[config.mk]
export PLATFORM = sky130hd
export DESIGN_NAME = vramSequencer
export DESIGN_NICKNAME = d
export VERILOG_FILES = /design/src/lspcCpuPkg.sv /design/src/lspcVramPkg.sv /design/src/vramSequencer.sv
export VERILOG_INCLUDE_DIRS = /design/src
export SDC_FILE = /design/constraint.sdc
export NUM_CORES = 1
export LEC_CHECK = 0
export BUFFER_PORTS_ARGS = -buffer_cell sky130_fd_sc_hd__buf_4
export CORE_MARGIN = 4
export CORE_UTILIZATION = 22
export DETAILED_ROUTE_END_ITERATION = 12
export PLACE_DENSITY = 0.75
export SYNTH_ARGS = -nofsm -noshare
export SYNTH_HDL_FRONTEND = slang
export SYNTH_SLANG_ARGS = --single-unit
[constraint.sdc]
create_clock -name CLK -period 1.28 [get_ports CLK]
set_input_delay 0.256 -clock CLK [delete_from_list [all_inputs] [get_ports CLK]]
set_output_delay 0.256 -clock CLK [all_outputs]
set_load 0.05 [all_outputs]
[src/lspc_cfg.svh]
//============================================================
// Slot numbers must be distinct and below SLOT_COUNT
// VRAM holds 2**VRAM_AW words of VRAM_DW bits, all on chip
//============================================================
`ifndef LSPC_CFG_SVH
`define LSPC_CFG_SVH

//============================================================
// Access slot timing
//============================================================

// Clock cycles in one access period
`define SLOT_COUNT 8

// Slot that serves the video fetch side
`define VIDEO_SLOT 2

// Slot that serves the CPU port
`define CPU_SLOT 6

//============================================================
// VRAM geometry
//============================================================

// Word address width
`define VRAM_AW 11

// Word width
`define VRAM_DW 16

`endif

[src/lspcCpuPkg.sv]
//============================================================
// CPU side of the VRAM port
// Requests are valid only in the cycle where strobe is high
//============================================================
`default_nettype none

`include "lspc_cfg.svh"

package lspcCpuPkg;

	// Register select
	// Follows the CPU register order of the LSPC
	typedef enum logic [1:0] {
		REG_VRAMADDR = 2'd0,
		REG_VRAMRW   = 2'd1,
		REG_VRAMMOD  = 2'd2
	} cpuReg_e;

	// One CPU register write
	// 19 bits in all
	typedef struct packed {
		// Single-cycle write strobe
		logic                strobe;
		// Target register
		cpuReg_e             sel;
		// Written value
		logic [`VRAM_DW-1:0] data;
	} cpuReq_t;

endpackage

`default_nettype wire

[src/lspcVramPkg.sv]
//============================================================
// VRAM access types shared by the sequencer and the array
// Only one of the two enables is set in any cycle
//============================================================
`default_nettype none

`include "lspc_cfg.svh"

package lspcVramPkg;

	// CPU access sequencer states
	typedef enum logic [1:0] {
		IDLE          = 2'd0,
		WRITE_WAIT    = 2'd1,
		PREFETCH_WAIT = 2'd2
	} seqState_e;

	// One memory access in a CPU slot
	// 29 bits in all
	typedef struct packed {
		// Store data at addr
		logic                wrEn;
		// Prefetch word at addr
		logic                rdEn;
		logic [`VRAM_AW-1:0] addr;
		logic [`VRAM_DW-1:0] data;
	} memAccess_t;

endpackage

`default_nettype wire

[src/vramSequencer.sv]
//============================================================
// Strobes are taken only in IDLE and dropped while busy
// Write then advance then prefetch each wait for a CPU slot
//============================================================
`timescale 1ns/100ps
`default_nettype none

`include "lspc_cfg.svh"

module vramSequencer import lspcCpuPkg::*, lspcVramPkg::*; (
	input  wire                       CLK,
	input  wire                       nRESETP,
	input  wire cpuReq_t              cpuReq,
	input  wire                       cpuSlot,
	input  wire [`VRAM_AW-1:0]        curAddr,
	input  wire [`VRAM_DW-1:0]        wrData,
	output memAccess_t                memReq,
	output logic                      advance,
	output logic                      busy
);

	seqState_e state;
	seqState_e stateNext;
	logic      accept;

	// Any sequence in flight blocks new strobes
	assign busy   = (state != IDLE);
	assign accept = cpuReq.strobe && !busy;

	//============================================================
	// Next state
	//============================================================
	always_comb begin
		stateNext = state;
		case (state)
			IDLE: begin
				// Modulo writes never leave IDLE
				if (accept && (cpuReq.sel == REG_VRAMRW)) begin
					stateNext = WRITE_WAIT;
				end else if (accept && (cpuReq.sel == REG_VRAMADDR)) begin
					stateNext = PREFETCH_WAIT;
				end
			end
			WRITE_WAIT: begin
				if (cpuSlot) begin
					stateNext = PREFETCH_WAIT;
				end
			end
			PREFETCH_WAIT: begin
				if (cpuSlot) begin
					stateNext = IDLE;
				end
			end
			default: begin
				stateNext = IDLE;
			end
		endcase
	end

	always_ff @(posedge CLK or negedge nRESETP) begin
		if (!nRESETP) begin
			state   <= IDLE;
			advance <= 1'b0;
		end else begin
			state   <= stateNext;
			// One pulse right after the write slot
			advance <= (state == WRITE_WAIT) && cpuSlot;
		end
	end

	// Enables only ever inside a CPU slot
	always_comb begin
		memReq.wrEn = (state == WRITE_WAIT) && cpuSlot;
		memReq.rdEn = (state == PREFETCH_WAIT) && cpuSlot;
		memReq.addr = curAddr;
		memReq.data = wrData;
	end

endmodule

`default_nettype wire

**After elaboration in Yosys (flattened, before gate mapping)**

Index checks and enable logic that the tools add are counted.

- Reductions and logical operators: 10
- Mux-type cells: 5
- Eq/ne operators: 6

Operators by type and width:

| kind | count |
|---|---|
| two-way mux 2 bit | 4 |
| one-hot mux 2 bit (3 select lines) | 1 |
| logical AND 1 bit | 5 |
| equality test 2 x 1 -> 1 bit (second input constant) | 2 |
| logical NOT 2 bit | 2 |
| inequality test 2 bit (second input constant) | 2 |
| inequality test 3 bit (second input constant) | 1 |
| AND reduction 3 bit | 1 |
| equality test 2 bit (second input constant) | 1 |
| nonzero test 2 bit | 1 |
| logical NOT 1 bit | 1 |

- Flip-flop bits (word level): 3

**Longest topological paths before layout**

- Word-level depth: 7
- Gate-level depth with buffers: 2
- Depth with buffers taken out: 2

**Worst setup path before layout**

OpenSTA, ideal clock, no wires.

- Path type: register to output
- Start point: register state[1]
- End point: output port memReq[27] in the netlist's numbering
- Arrival time: 1.072 ns
- Buffers on the path: 0
- Cell stages (with the launch flop): 3
- Data required time: 1.024 ns
- Path slack: -0.048 ns
- Cell sequence: dfrtp_1 -> nand2_1 -> nor2_1

RTL lines:

| what | line | text |
|---|---|---|
| start, declared | vramSequencer.sv:22 | `seqState_e state;` |
| start signal, assigned | vramSequencer.sv:65 | `state <= stateNext;` |
| end, declared | vramSequencer.sv:17 | `output memAccess_t memReq,` |

==> reports/qor.txt <==
GRT Util Overall: 0.05064
remaining global-route overflow: 0
Arrival @ worst endpoint: 1.06 ns
reported leakage power: 0.1509 nW
fmax: 0.7582 GHz
syn_area_per_cell: 8.821 sq um
FF+latch area: 75.07 sq um
via count of the first global-routing pass: 199
H-tree depth: 1
Critical Path End Type: output pin
via count of the routed design: 180
run status: complete, but fails checks
DRT antenna net count: 0
worst max-slew margin expressed relative to the limit: 0.8937
category of the most critical setup path: reg -> out
Int Pwr: 293.7 uW
yosys synthesis warning count: 0
clock network power share: 0.388
kind of start point of the critical path: flip-flop
relative contribution of sequential cells to total power: 0.265
Pre-antenna DRT Iters: 1
Wirelength per Cell: 10.93 microns
DRC Markers: 0
via count normalized by instance count: 4.091
number of filler instances in the final layout: 164
RSZ-0062 raised after global routing: yes
buffer cell driving the clock tree root: clkbuf_4
Non-Filler Cell Area, Final: 306.5 sq um
full die area: 2308 sq um
cell area after technology mapping: 352.8 sq um
worst clock skew: 0.001563 ns
total count of max-transition violations in the final report: 0
max incr delay on CP: 0.40 ns
minimum setup slack in the final design: -0.03883 ns
Multi-input gate area: 85.08 sq um
final wirelength: 481 microns
proportion of power drawn by combinational gates: 0.347
count of mapped cells out of synthesis: 40
Post-Place Setup Slack: 0.1073 ns
Synth cell types: 12
initial antenna violation count: 0
net switching fraction of the power: 0.3231
pwr dens: 1416 nW/um^2
share of layout cells above drive strength 1: 0.5714
final sum of negative setup slack: -0.07388 ns
Top Ports: 80
last weighted congestion value of the routability-driven placer: 0.6321
Max Buffers Root-to-Sink: 2
proportion of synthesized chip area in sequential cells: 0.2128
failing checks: negative setup slack
Crit path required time: 1.02 ns
final critical delay including setup and external delays: 1.319 ns
sw power: 140.2 uW
clock buffers created by TritonCTS: 3
worst vdd rail ir drop: 271.7 uV
clk sinks: 3
fin nets: 78
cell with the largest stage delay on the worst path: dfrtp_1
final setup violating endpoints: 3
first-pass GRT wire length: 690 microns
buffers added on ports: 9
Die Height: 48.05 microns
count of standard-cell rows: 14
cells traversed along the worst timing path: and3b_2 -> buf_6
DRT iter0 DRCs: 0
CTS tree: yes
Antenna Diode Count: 0
worst hold path class: in -> async
DPL Wire Length: 380.8 microns
initial standard-cell utilization of the core: 0.2342
final hold violations: 0
die span in x: 48.05 microns
post-synthesis to final-layout area growth: -13.12%
Floorplan Core Area: 1506 sq um
standard cell area after detailed placement: 240.2 sq um
Seq cells post-synth: 3
register clock-pin slew on the reported worst setup and hold paths: 0.04 ns
Clk Latency, worst-skew pair: 0.24 ns
maximum fanout count along the critical path: 5
transition time of the tightest slew-check pin: 0.1591 ns
synthesized netlist net count: 89
number of violations of the max-capacitance limit: 0
maximum number of pins on one net before global-route repair: 6
final period utilization: 1.030
==> synthesized netlist by cell type (all sizes together) <==
library cell,n,area (sq um)
a21oi,1,5.000
or2,1,6.260
and3b,1,10.01
o211a,1,10.01
buf,27,202.7
nor2,1,3.750
nor3b,1,7.510
dfrtp,3,75.07
nand2,1,3.750
nand4bb,1,11.26
nand2b,1,6.260
mux2,1,11.26
==> metrics by stage <==
step | hold slack (ns) | utilization | instances | total power, mW
finish | 0.3373 | 0.2035 | 44 | 0.4339
global route | 0.3353 | 0.2035 | 44 | 0.4638
CTS | 0.3330 | 0.2035 | 44 | 0.4431
detailed placement | 0.04815 | 0.1595 | 38 | 0.2366
global placement | 0.04742 | 0.1595 | 38 | 0.2339
floorplan | -0.03959 | - | 40 | 0.4212
==> cells by family (layout without fill, tap and decap cells) <==
group                  count (synthesis)  in the layout  share of synthesized area
buffers and inverters                 27             15                     0.5745
multiplexers                           1              1                    0.03191
flip-flops                             3              3                     0.2128
AO/OA/AOI/OAI                          2              2                    0.04254
AND/OR/NAND/NOR                        7              7                     0.1383
==> per-layer routing <==
metal	global-route usage	part of all wire	wire, microns	vias to the layer above
met5	0	0	0	-
met4	0.1022	0.042	20	0
met3	0.03008	0.12	60	2
met2	0.07652	0.60	291	10
met1	0.02434	0.22	108	91
li1	-	-	-	77
==> sequential cells by signal, summed over array words and instances, names as in the netlist <==
| name | cells |
|---|---|
| advance | 1 |
| state | 2 |
==> critical path: cells and delay by family, from the launching register on <==
family,cells,cell delay [ns]
DFF,1,0.40
buffers and inverters,1,0.16
and+or+nand+nor,1,0.27
==> area by class of cell <==
| cell class | count | share of cell area |
|---|---|---|
| clock buffer | 4 | 0.08571 |
| tap | 16 | 0.06531 |
| timing repair buffer | 11 | 0.3265 |
| sequential | 3 | 0.2449 |
| multi-input combinational | 10 | 0.2776 |
==> power by group through the flow <==
stage	Sequential (mW)	Combinational, mW	Clock (mW)
6_report	0.115	0.151	0.168
5_1_grt	0.117	0.159	0.188
3_3_place_gp	0.117	0.117	0
4_1_cts	0.115	0.152	0.176
2_1_floorplan	0.121	0.300	0
3_5_place_dp	0.117	0.119	0
==> final timing paths <==
path | depth (start not counted) | slack [ns] | from | end
max in group asynchronous | 2 | 0.84 | nRESETP | state[0]
min in group CLK | 3 | 0.34 | cpuReq[17] | state[0]
setup reg to reg | 3 | 0.13 | state[0] | state[1]
hold / removal | 2 | 0.34 | nRESETP | state[1]
hold reg to reg | 1 | 0.50 | state[1] | state[0]
setup / recovery | 2 | -0.04 | state[1] | memReq[28]
==> timing repair <==
item / in CTS / in global routing
pin swaps: 0 / 1
setup endpoints to repair: 2 / 3
endpoints found under the hold margin: 3 / 0
hold buffers: 1 / 0
setup buffers: 1 / 0
resized for setup: 6 / 0
==> layout by cell type (no fill, tap or decap) <==
cell and n:
a21oi_1 1, and3b_2 1, buf_4 7, buf_6 2, buf_8 1, clkbuf_1 1
clkbuf_4 3, dfrtp_1 3, dlygate4sd3_1 1, mux2_1 1, nand2_1 1, nand2b_1 1
nand4bb_1 1, nor2_4 1, nor3b_1 1, o211a_1 1, or2_4 1
No activity file was read; power rests on OpenSTA's default activity.
