## config.mk

```make
export PLATFORM = sky130hd
export DESIGN_NAME = vramAddrRegs
export DESIGN_NICKNAME = d
export VERILOG_FILES = /design/src/lspcCpuPkg.sv /design/src/vramAddrRegs.sv
export VERILOG_INCLUDE_DIRS = /design/src
export SDC_FILE = /design/constraint.sdc
export NUM_CORES = 1
export LEC_CHECK = 0
export BUFFER_PORTS_ARGS = -buffer_cell sky130_fd_sc_hd__buf_2
export CAP_MARGIN = 10
export CORE_ASPECT_RATIO = 0.5
export CORE_MARGIN = 1
export CORE_UTILIZATION = 25
export CTS_CLUSTER_SIZE = 12
export DETAILED_ROUTE_END_ITERATION = 12
export PLACE_DENSITY_LB_ADDON = 0.12
export REMOVE_ABC_BUFFERS = 1
export SYNTH_ARGS = -nofsm -noshare
export SYNTH_HDL_FRONTEND = slang
export SYNTH_SLANG_ARGS = --single-unit
```

## constraint.sdc

```tcl
create_clock -name CLK -period 2.05 [get_ports CLK]
set_clock_uncertainty 0.1 [all_clocks]
set_input_delay 0.205 -clock CLK [delete_from_list [all_inputs] [get_ports CLK]]
set_output_delay 0.205 -clock CLK [all_outputs]
set_load 0.005 [all_outputs]
```

## src/lspc_cfg.svh

```systemverilog
//============================================================
// Slot numbers must be distinct and below SLOT_COUNT
// VRAM holds 2**VRAM_AW words of VRAM_DW bits, all on chip
//============================================================
`ifndef LSPC_CFG_SVH
`define LSPC_CFG_SVH

//============================================================
// Access slot timing
//============================================================

// Clock cycles in one access period
`define SLOT_COUNT 8

// Slot that serves the video fetch side
`define VIDEO_SLOT 2

// Slot that serves the CPU port
`define CPU_SLOT 6

//============================================================
// VRAM geometry
//============================================================

// Word address width
`define VRAM_AW 11

// Word width
`define VRAM_DW 16

`endif

```

## src/lspcCpuPkg.sv

```systemverilog
//============================================================
// CPU side of the VRAM port
// Requests are valid only in the cycle where strobe is high
//============================================================
`default_nettype none

`include "lspc_cfg.svh"

package lspcCpuPkg;

	// Register select
	// Follows the CPU register order of the LSPC
	typedef enum logic [1:0] {
		REG_VRAMADDR = 2'd0,
		REG_VRAMRW   = 2'd1,
		REG_VRAMMOD  = 2'd2
	} cpuReg_e;

	// One CPU register write
	// 19 bits in all
	typedef struct packed {
		// Single-cycle write strobe
		logic                strobe;
		// Target register
		cpuReg_e             sel;
		// Written value
		logic [`VRAM_DW-1:0] data;
	} cpuReq_t;

endpackage

`default_nettype wire

```

## src/vramAddrRegs.sv

```systemverilog
//============================================================
// Address and modulo are VRAM_AW wide and the sum wraps
// Upper data bits are dropped when loading either of them
//============================================================
`timescale 1ns/100ps
`default_nettype none

`include "lspc_cfg.svh"

module vramAddrRegs import lspcCpuPkg::*; (
	input  wire                       CLK,
	input  wire                       nRESETP,
	input  wire cpuReq_t              cpuReq,
	input  wire                       busy,
	input  wire                       advance,
	output logic [`VRAM_AW-1:0]       curAddr,
	output logic [`VRAM_DW-1:0]       wrData
);

	// Step added after each data write
	logic [`VRAM_AW-1:0] modulo;
	logic                accept;

	// Same acceptance rule as the sequencer
	assign accept = cpuReq.strobe && !busy;

	//============================================================
	// Address and modulo
	//============================================================
	always_ff @(posedge CLK or negedge nRESETP) begin
		if (!nRESETP) begin
			curAddr <= '0;
			modulo  <= '0;
		end else if (advance) begin
			// Busy is high here so no strobe competes
			curAddr <= curAddr + modulo;
		end else if (accept) begin
			case (cpuReq.sel)
				REG_VRAMADDR: begin
					curAddr <= cpuReq.data[`VRAM_AW-1:0];
				end
				REG_VRAMMOD: begin
					modulo <= cpuReq.data[`VRAM_AW-1:0];
				end
				default: begin
					// Data writes handled below
				end
			endcase
		end
	end

	//============================================================
	// Pending write data
	//============================================================

	// Held until the write slot comes around
	always_ff @(posedge CLK) begin
		if (accept && (cpuReq.sel == REG_VRAMRW)) begin
			wrData <= cpuReq.data;
		end
	end

endmodule

`default_nettype wire

```

After elaboration in Yosys (flattened, before gate mapping)

Cells that the tools add are included.

$add $sub $neg: 1
Equal/unequal tests: 2
Mux-type cells: 3
Bitwise gates (word level): 1
Reductions and logical operators: 8

Operators by type and width:

| cell               | number |
|---|---|
| $mux 11            | 3 |
| $add 11x11->11     | 1 |
| $reduce_bool 2->1  | 2 |
| $reduce_and 3->1   | 1 |
| $eq 2x1->1 const B | 1 |
| $eq 2x2->1 const B | 1 |
| $logic_and 1x1->1  | 2 |
| $logic_not 2->1    | 1 |
| $reduce_and 2->1   | 1 |
| $logic_not 1->1    | 1 |
| $not 1->1          | 1 |

Register bits after elaboration: 38
Input port bits: 23
Output and inout port bits: 27
Word-level logic and storage cells: 18

Depth between registers and ports, before layout

Word-level depth: 4
Gate-level depth with buffers: 8

Least setup slack after synthesis

Ideal clock, no wire load.

Path kind: input-to-reg
Start point: input port cpuReq[16] (netlist bit)
End point: register wrData[0] (enable)
Arrival: 1.861 ns
Required time: 1.519 ns
Path slack: -0.342 ns
Cell stages on the path: 1
Path buffers: 0
Path through: nor4bb_1

Longest elaborated chain between the ends: 2

Ends and longest elaborated chain:

| what                   | line               | source |
|---|---|---|
| start: declaration     | vramAddrRegs.sv:13 | `input wire cpuReq_t cpuReq,` |
| $eq 2x1->1             | vramAddrRegs.sv:58 | `if (accept && (cpuReq.sel == REG_VRAMRW)) begin` |
| $logic_and 1x1->1      | vramAddrRegs.sv:58 |  |
| end signal: assignment | vramAddrRegs.sv:59 | `wrData <= cpuReq.data;` |
| end: declaration       | vramAddrRegs.sv:17 | `` output logic [`VRAM_DW-1:0] wrData `` |

Every way passes these cells.
A chain may end at the register's enable or synchronous reset.

Worst setup path in the final report

Start point: register modulo[0]
End point: register curAddr[10]

Longest elaborated chain between the ends: 2

Ends and longest elaborated chain:

| what                     | line               | source |
|---|---|---|
| start: declaration       | vramAddrRegs.sv:21 | `` logic [`VRAM_AW-1:0] modulo; `` |
| start signal: assignment | vramAddrRegs.sv:43 | `` modulo <= cpuReq.data[`VRAM_AW-1:0]; `` |
| $add 11x11->11           | vramAddrRegs.sv:36 | `curAddr <= curAddr + modulo;` |
| $mux 11                  | vramAddrRegs.sv:34 | `end else if (advance) begin` |
| end signal: assignment   | vramAddrRegs.sv:36 |  |
| end signal: assignment   | vramAddrRegs.sv:40 | `` curAddr <= cpuReq.data[`VRAM_AW-1:0]; `` |
| end: declaration         | vramAddrRegs.sv:16 | `` output logic [`VRAM_AW-1:0] curAddr, `` |

Every way passes these cells.

==> run metrics <==
vias in the first global route 1447; first-pass GRT wire length about 7400 um; failing checks design-rule violations; crit path kind register to register; hold-critical path endpoint wrData[7]; global-route usage over all layers 12.55%; share of cells above drive strength 1 roughly two fifths; root buf cell clkbuf_16; Boundary Pins 50; Setup-failing EPs final 0; unrepaired setup endpoints after global routing no; sequential area share after synthesis a little over half; Starting Density between 20% and 30%; Clock Latency Late Sink approximately 0.28 ns; htree depth 2; Cells after Synth between 150 and 200; # diodes 0; IO Port Bufs 49; Hold Startpoint cpuReq[7]; worst reg2reg endpoint curAddr[10]; Switching Power ~1.1 mW; commonest non-fill, non-tap cell in the layout buf_2; Ys Warns 0; Clock transition at path regs approximately 0.060 ns; largest net degree at the start of global routing 23; Die Y roughly 63 um; Pint between 2 and 2.5 mW; relative slew slack 65.46%; Clk pwr share approximately 23%; Max clock buf depth 2; Area Overhead vs Synth 37.23%; synthesized area per cell between 10 and 15 um^2; Congestion Overflow GR 0; Worst EP required between 2 and 2.5 ns; post-route ant nets 0; final net count between 200 and 300; antenna violations before repair 0; hold path depth 1; outcome complete, but fails checks; Worst setup SP type register; Max Fclk ~500 MHz; drt first pass iters 8; switching share of power 34.32%; CTS tree built; Initial DRC Count 53; worst min path class input port to register; maxcap violations 0; delay-heaviest family, CP adder cells; Worst-Margin Slew a little over 0.5 ns; via density per instance 4.514; share of the synthesized area in the top cell type between 20% and 30%; # DRC 9; #FFs+latches synth 38; max-slew violation count 0; crit path buf inv count 1; leading area contributor after synthesis dfrtp_1; CORE AREA between 6000 and 7000 um^2; cell area after placement 2332 um^2; Routability Congestion 0.7761; Routed WL per cell roughly 14 um; Crit Reg-Reg Startpoint modulo[0]; Netlist cell types 37; CP arrival about 2 ns; row count 21; Finished Cell Area about 2600 um^2; Worst setup EP type register; crit-path cells ha_4 > inv_2 > fa_2 > nand2b_4 > a21oi_4 > nor2_2 > o32a_1 > and3_1; most frequent cells in the layout buf_2, dfrtp_1, edfxtp_1, buf_4, mux2_2; die area approximately 7900 um^2; Mapped Area 1886 um^2; Power Total ~3.2 mW; Leak 1.121 nW; min Tclk post-route between 1.5 and 2 ns; dpl hpwl approximately 3300 um; crit-path max cell delay 0.39 ns; CTS buffer count 5; P per Cell Area between 1000 and 1500 nW/um^2; Layout Utilization 37.02%; vias approximately 1400; Clock Sink Count 38; Tcrit/Tclk final 95.36%; Worst VDD drop around 0.42 mV; worst reg2reg setup slack 0.1 ns; worst r2r path cells 8; Fin. Hold Viols 0; slowest stage cell, crit path dfrtp_1; top cells by area, synth dfrtp_1, edfxtp_1, mux2_2; combinational share of power about 44%; die width around 120 um; drt total wl approximately 4500 um; register share of total power about a third; Worst Path Max Fanout 2
==> timing repair <==
| action | in CTS | in global routing |
|---|---|---|
| pin swaps | 2 | 3 |
| hold buffers | 5 | 1 |
| endpoints found under the hold margin | 26 | 1 |
| buffers inserted | 1 | 1 |
| endpoints found under the setup margin | 3 | 5 |
| gates resized for setup | 4 | 6 |
==> registers in the layout (all words and copies together), names as in the netlist <==
signal	flops
curAddr	11
modulo	11
wrData	16
==> Yosys cell counts, drive strengths merged <==
library cell	count
dfrtp	22
edfxtp	16
mux2	14
a21oi	13
ha	10
nand2	9
o21ai	8
inv	6
and3	5
a211oi	4
buf	4
nor2	4
mux2i	3
nand2b	3
nand3	3
xor2	3
a21o	2
a311oi	2
a31oi	2
nor2b	2
o211ai	2
o31ai	2
xnor2	2
and2b	1
and4b	1
clkbuf	1
fa	1
nand3b	1
nor3	1
nor4b	1
nor4bb	1
o22ai	1
o32a	1
or3	1
==> worst reg2reg max path: stages, from the launching register on <==
cell      delay, ns
dfrtp_1        0.39
ha_4           0.16
inv_2          0.04
fa_2           0.35
nand2b_4       0.16
a21oi_4        0.13
nor2_2         0.05
o32a_1         0.33
and3_1         0.14
==> worst max path at each step <==
stage	from	endpoint	slack (ns)	cells after the start
detailed placement	curAddr[0]	curAddr[10]	-0.09	8
global route	modulo[0]	curAddr[8]	0.008	8
global placement	curAddr[0]	curAddr[10]	0.006	8
finish	modulo[0]	curAddr[10]	0.1	8
floorplan	cpuReq[16]	wrData[0]	-0.34	1
CTS	curAddr[0]	curAddr[10]	0.03	8
==> per-stage QoR <==
step | TNS [ns] | instances | setup slack (ns) | hold WS, ns
floorplan | -5.475 | 147 | -0.3422 | -0.1906
global placement | 0 | 301 | 0.006058 | 0.1096
detailed placement | -0.1094 | 301 | -0.09250 | 0.1139
CTS | 0 | 315 | 0.03333 | 0.0006992
global route | 0 | 317 | 0.008267 | 0.01269
finish | 0 | 317 | 0.09514 | 0.01932
==> area by class of cell <==
type / instances / area [um^2]
flip-flops and latches: 38 / 1031
well taps: 92 / 115.1
fillers: 685 / 4402
multi-input cells: 103 / 864.6
inverters: 6 / 22.52
repair buffers: 70 / 417.9
clock buffers: 8 / 136.4
==> metal layers <==
metal  vias to the layer above  routed length [um]  GRT usage, %
met1                       676                2410         17.27
met4                         0                  68         5.030
met2                        37                1740         17.84
met5                         -                   0             0
li1                        710                   -             -
met3                         8                 240         4.418
==> power groups by stage <==
stage          sequential [mW]  combinational (mW)  clock (mW)
2_1_floorplan             1.09               0.822           0
6_report                  1.08                1.41       0.747
3_3_place_gp              1.09                1.30           0
5_1_grt                   1.11                1.57       0.819
3_5_place_dp              1.09                1.29           0
4_1_cts                   1.08                1.35       0.780
==> cells by family (layout without fill, tap and decap cells) <==
family | after synthesis | in the layout | synth area share [%]
DFF | 38 | 38 | 54.68
xor gates and xnor gates | 5 | 5 | 2.323
adders and majority gates | 11 | 11 | 7.697
buffers and inverters | 11 | 84 | 2.588
muxes | 17 | 17 | 9.954
and+or+nand+nor | 33 | 33 | 10.42
AOI/OAI and AO/OA | 37 | 37 | 12.34
Note: power is estimated with default switching activity, not from simulation.
