$ cat config.mk
export PLATFORM = sky130hd
export DESIGN_NAME = slotTimer
export DESIGN_NICKNAME = d
export VERILOG_FILES = /design/src/slotTimer.sv
export VERILOG_INCLUDE_DIRS = /design/src
export SDC_FILE = /design/constraint.sdc
export NUM_CORES = 1
export LEC_CHECK = 0
export BUFFER_PORTS_ARGS = -buffer_cell sky130_fd_sc_hd__buf_2
export CAP_MARGIN = 20
export CORE_AREA = 5 5 42 44
export DETAILED_ROUTE_END_ITERATION = 12
export DIE_AREA = 0 0 47 49
export HOLD_SLACK_MARGIN = 0.02
export SYNTH_ARGS = -nofsm -noshare
export SYNTH_HDL_FRONTEND = slang
export SYNTH_SLANG_ARGS = --single-unit
$ cat constraint.sdc
create_clock -name CLK -period 1.25 [get_ports CLK]
set_input_delay 0.1875 -clock CLK [delete_from_list [all_inputs] [get_ports CLK]]
set_output_delay 0.1875 -clock CLK [all_outputs]
set_load 0.05 [all_outputs]
$ cat src/lspc_cfg.svh
//============================================================
// Slot numbers must be distinct and below SLOT_COUNT
// VRAM holds 2**VRAM_AW words of VRAM_DW bits, all on chip
//============================================================
`ifndef LSPC_CFG_SVH
`define LSPC_CFG_SVH

//============================================================
// Access slot timing
//============================================================

// Clock cycles in one access period
`define SLOT_COUNT 8

// Slot that serves the video fetch side
`define VIDEO_SLOT 2

// Slot that serves the CPU port
`define CPU_SLOT 6

//============================================================
// VRAM geometry
//============================================================

// Word address width
`define VRAM_AW 11

// Word width
`define VRAM_DW 16

`endif

$ cat src/slotTimer.sv
//============================================================
// Free running after reset with no way to resync
//============================================================
`timescale 1ns/100ps
`default_nettype none

`include "lspc_cfg.svh"

module slotTimer (
	input  wire  CLK,
	input  wire  nRESETP,
	output logic videoSlot,
	output logic cpuSlot
);

	localparam int CntW = $clog2(`SLOT_COUNT);

	// Current slot number
	logic [CntW-1:0] slotCnt;
	logic [CntW-1:0] slotNext;

	// Wrap at the end of the period
	always_comb begin
		if (slotCnt == CntW'(`SLOT_COUNT - 1)) begin
			slotNext = '0;
		end else begin
			slotNext = slotCnt + 1'b1;
		end
	end

	// Strobes decoded from the next count so they line up with slotCnt
	always_ff @(posedge CLK or negedge nRESETP) begin
		if (!nRESETP) begin
			slotCnt   <= '0;
			videoSlot <= 1'b0;
			cpuSlot   <= 1'b0;
		end else begin
			slotCnt   <= slotNext;
			videoSlot <= (slotNext == CntW'(`VIDEO_SLOT));
			cpuSlot   <= (slotNext == CntW'(`CPU_SLOT));
		end
	end

endmodule

`default_nettype wire

### Yosys cells after proc, flatten, opt, wreduce, memory -nomap -nowiden

Index checks and enable logic that the tools add are counted.

| storage, ports and cells | value |
|---|---|
| memories | 0 |
| memory bits (read-only) | 0 |
| logic and storage cells | 8 |
| memory bits (writable) | 0 |
| flip-flop bits (word level) | 5 |
| output and inout port bits | 2 |
| bits in latches | 0 |
| bits of input ports | 2 |

| operators by class | value |
|---|---|
| add/subtract/negate cells | 1 |
| multiply operators | 0 |
| shifts and indexed selects | 0 |
| bitwise gates (word level) | 0 |
| reductions and logical operators | 0 |
| muxes and demuxes | 1 |
| equality and inequality tests | 3 |
| div/mod/pow operators | 0 |
| magnitude comparators | 0 |

Operators by type and width:

| kind | number |
|---|---|
| $eq A3 B3 Y1 const B | 2 |
| $add A3 B1 Y3 const B | 1 |
| $eq A3 B2 Y1 const B | 1 |
| $mux W3 | 1 |

### Longest topological paths before layout

| logic depth | value |
|---|---|
| word-level depth | 3 |
| depth in mapped cells | 3 |
| depth with buffers taken out | 3 |

### Worst setup path before layout

OpenSTA, ideal clock, no wires.

| timing | value |
|---|---|
| path kind | flip-flop to flip-flop |
| start | register slotCnt[0] |
| end | register videoSlot |
| data arrival time | 1047 ps |
| data required time | 1130 ps |
| path slack | 83 ps |
| cell stages (with the launch flop) | 4 |
| clock period less this slack | 1167 ps |
| buffers on the path | 0 |
| library setup time | 120 ps |
| cells stage by stage | dfrtp_1 -> ha_1 -> ha_1 -> and2b_2 |

| between the ends | value |
|---|---|
| cells in the longest elaborated chain, start to end | 3 |
| elaborated cells between the ends (all ways) | 4 |
| those cells by class | add/sub: 1; eq/ne: 2; mux: 1 |

RTL lines:

| what | RTL line | RTL |
|---|---|---|
| start, declared | slotTimer.sv:19 | `logic [CntW-1:0] slotCnt;` |
| start signal, assigned | slotTimer.sv:38 | `slotCnt <= slotNext;` |
| $add A3 B1 Y3 or $eq A3 B3 Y1 (tied branches) | slotTimer.sv:27, slotTimer.sv:24 |  |
| $mux W3 * | slotTimer.sv:24 | `` if (slotCnt == CntW'(`SLOT_COUNT - 1)) begin `` |
| named net slotNext[2] | slotTimer.sv:20 | `logic [CntW-1:0] slotNext;` |
| $eq A3 B2 Y1 * | slotTimer.sv:39 | `` videoSlot <= (slotNext == CntW'(`VIDEO_SLOT)); `` |
| end signal, assigned | slotTimer.sv:39 |  |
| end, declared | slotTimer.sv:12 | `output logic videoSlot,` |

The timed path passes the listed nets; every way through them passes the cells marked *.

### Worst setup path after layout

Same ends and word-level chain as after synthesis.

==> load_flow_metrics.sql <==
INSERT INTO impl_metrics (metric_group, metric, value, unit) VALUES
('sta', 'fin_crit', '1.21', 'ns'),
('sta', 'final.setup.tns', '0', 'ns'),
('sta', 'tightest_slew', '0.249', 'ns'),
('placement', 'detailedPlacementHpwl', '266', 'um'),
('clock_network', 'tritoncts_clock_tree', 'yes', ''),
('die', 'vertical_extent_of_the_die', '49', 'um'),
('logic_synthesis', 'synth.largest_area_cell', 'dfrtp_1', ''),
('route', 'detail_route.wl_per_cell', '8.61', 'um'),
('logic_synthesis', 'synthesized_area_per_cell', '14.6', 'um^2'),
('grt', 'grt_use_total', '4.23', '%'),
('route', 'drc', '0', ''),
('logic_synthesis', 'syn_inst', '13', ''),
('logic_synthesis', 'netlist_area', '190', 'um^2'),
('clock_network', 'clk_path_buf_depth', '2', ''),
('worst_setup_path', 'timing.reg2reg.worst_path_depth', '3', ''),
('logic_synthesis', 'synth.lib_cells_used.distinct', '6', ''),
('cells_and_area', 'n_fill_cell', '158', ''),
('worst_setup_path', 'critical_path.endpoint_type', 'flop', ''),
('clock_network', 'clock_tree.root_cell', 'clkbuf_4', ''),
('sta', 'clock.fmax', '0.824', 'GHz'),
('worst_setup_path', 'category_of_the_critical_setup_timing_path', 'flop to flop', ''),
('sta', 'setup_violations', '0', ''),
('status', 'run_status', 'complete, no violations', ''),
('run', 'max_cap_viol_count', '0', ''),
('power', 'power.density_cell_area', '1310', 'nW/um^2'),
('clock_network', 'numCtsBuffers', '3', ''),
('route', 'detailedRoute.firstIterationViolations', '1', ''),
('die', 'std_cell_rows', '14', ''),
('sta', 'final.hold.worst_slack', '0.296', 'ns'),
('sta', 'fin_skew', '0.000519', 'ns'),
('sta', 'drv_slew', '0', ''),
('die', 'design.die.area', '2300', 'um^2'),
('die', 'core', '1400', 'um^2'),
('placement', 'gp_congestion', '0.649', ''),
('min_path', 'hold_path_class', 'input pin to asynchronous set/reset pin', ''),
('clock_network', 'cts_resized', '0', ''),
('power', 'net-switching-power', '0.0667', 'mW'),
('grt', 'grt_pass1_vias', '155', ''),
('route', 'ant_nets', '0', ''),
('logic_synthesis', 'yosys_warnings', '0', ''),
('worst_setup_path', 'critical_path.max_fanout', '3', ''),
('cells_and_area', 'synthToLayoutAreaGrowth', '41.4', '%'),
('cells_and_area', 'num-nets-final', '28', ''),
('logic_synthesis', 'share_of_the_yosys_chip_area_belonging_to_registers', '65.8', '%'),
('placement', 'portBuffers', '3', ''),
('grt', 'grt_start_max_net_pins', '6', ''),
('cells_and_area', 'share_of_layout_cells_above_drive_strength_1', '40.9', '%'),
('sta', 'finalCritPeriodShare', '97.1', '%'),
('cells_and_area', 'insertedDiodeCount', '0', ''),
('clock_network', 'clk_latency', '0.24', 'ns'),
('power', 'relative_contribution_of_combinational_cells_to_total_power', '1.8', '%'),
('worst_setup_path', 'worst_ep_arrival_time', '1.34', 'ns'),
('route', 'iteration_count_of_the_initial_detailed_routing_pass', '3', ''),
('sta', 'rsz0062_at_grt', 'no', ''),
('power', 'p_int', '0.286', 'mW'),
('cells_and_area', 'register_area', '125', 'um^2'),
('route', 'drt_wl_total', '327', 'um'),
('sta', 'slew_headroom', '83.5', '%'),
('grt', 'grt_antenna_before_repair', '0', ''),
('worst_setup_path', 'crit_path_start', 'slotCnt[0]', ''),
('grt', 'wire_length_of_the_first_global_routing_pass', '538', 'um'),
('logic_synthesis', 'ys_ff_latch', '5', ''),
('cells_and_area', 'multi_input_comb_area', '57.6', 'um^2'),
('die', 'initial_utilization', '13.6', '%'),
('power', 'vdd_ir_drop_max', '146', 'uV'),
('grt', 'grt-ovfl-total', '0', ''),
('logic_synthesis', 'share_of_the_synthesized_area_in_the_top_cell_type', '65.8', '%'),
('power', 'sw_frac_of_total', '18.9', '%'),
('logic_synthesis', 'synth.net_count', '18', ''),
('power', 'p_seq_share', '46.1', '%'),
('die', 'die_w', '47', 'um'),
('die', 'floorplan.io_pins', '4', ''),
('power', 'pwr-share-clk', '52.1', '%'),
('clock_network', 'clock-sinks', '5', ''),
('sta', 'final-hold-violation-count', '0', ''),
('worst_setup_path', 'critical_path.startpoint_type', 'flop', ''),
('route', 'avgViaCountPerCell', '3.26', ''),
('logic_synthesis', 'post_synth_main_area_contributors', 'dfrtp_1 66%, ha_1 20%, and2b_2 4.6%', ''),
('worst_setup_path', 'worstPathRequired', '1.38', 'ns'),
('clock_network', 'cts.htree.levels', '1', ''),
('power', 'leak_pwr', '0.140', 'nW'),
('route', 'vias', '124', ''),
('worst_setup_path', 'r2r-start', 'slotCnt[0]', ''),
('clock_network', 'cts.clk_slew.worst_paths', '0.04', 'ns');
synthesized netlist by cell type, drive strengths merged:
| cell type | instances |
|---|---|
| nor2 | 1 |
| dfrtp | 5 |
| and2b | 1 |
| and2 | 1 |
| ha | 3 |
| inv | 2 |
cell families after synthesis:
group | count (synthesis) | share of synthesized area [%]
fa+ha+maj | 3 | 19.7
simple gates | 3 | 10.5
flops | 5 | 65.8
buf+inv | 2 | 3.95
cell type report:
class                      instances  area share, %
clock buffer                       4           9.77
inverter                           2           2.79
multi-input combinational          6           21.4
sequential                         5           46.5
tap                               16           7.44
timing repair buffer               5           12.1
registers in the layout, summed over array words and instances (netlist names):
name,flops
videoSlot,1
cpuSlot,1
slotCnt,3
per-layer routing:
layer | track usage [%] | routed length, um | part of all wire [%]
met1 | 2.21 | 91 | 28
met2 | 5.20 | 171 | 52
met3 | 4.43 | 47 | 14
met4 | 6.91 | 17 | 5.2
met5 | 0 | 0 | 0
cell usage in the layout (no fill, tap or decap), drive strengths merged:
| cell type | Yosys | final |
|---|---|---|
| buf | 0 | 4 |
| ha | 3 | 3 |
| dfrtp | 5 | 5 |
| clkbuf | 0 | 4 |
| and2 | 1 | 1 |
| nor2 | 1 | 1 |
| inv | 2 | 2 |
| dlygate4sd3 | 0 | 1 |
| and2b | 1 | 1 |
per-stage QoR:
stage               cells  setup slack, ns  area (um^2)  utilization, %  power (mW)
floorplan              13           0.0833          190               -       0.165
global placement       32           0.0696          225            16.1       0.168
detailed placement     32          0.00322          225            16.1       0.169
CTS                    38           0.0257          269            19.2       0.361
global route           38           0.0108          269            19.2       0.378
finish                 38           0.0362          269            19.2       0.353
power by group through the flow:
stage / Clock [mW] / Sequential, mW / Combinational [mW]
final: 0.184 / 0.163 / 0.00641
after floorplan: 0 / 0.165 / 0.0000000348
after detailed placement: 0 / 0.165 / 0.00426
after global routing: 0.209 / 0.162 / 0.00769
after CTS: 0.192 / 0.162 / 0.00674
after global placement: 0 / 0.165 / 0.00356
what timing repair did:
| action | 4_1_cts | 5_1_grt |
|---|---|---|
| hold buffers | 1 | 0 |
| hold endpoints to repair | 5 | 0 |
| setup buffers | 1 | 0 |
| endpoints found under the setup margin | 1 | 0 |
critical path, stage by stage (launching register included):
cell and delay [ns]:
dfrtp_1 0.38, ha_1 0.20, ha_1 0.30, and2b_2 0.22
worst paths after layout:
kind,end,slack (ns)
worst max-delay path,videoSlot,0.04
worst min-delay path,cpuSlot,0.30
worst max register to register,videoSlot,0.04
worst min register to register,slotCnt[2],0.53
max in group asynchronous,videoSlot,0.83
min in group CLK,slotCnt[2],0.53
Power figures use the tool's default switching activity.
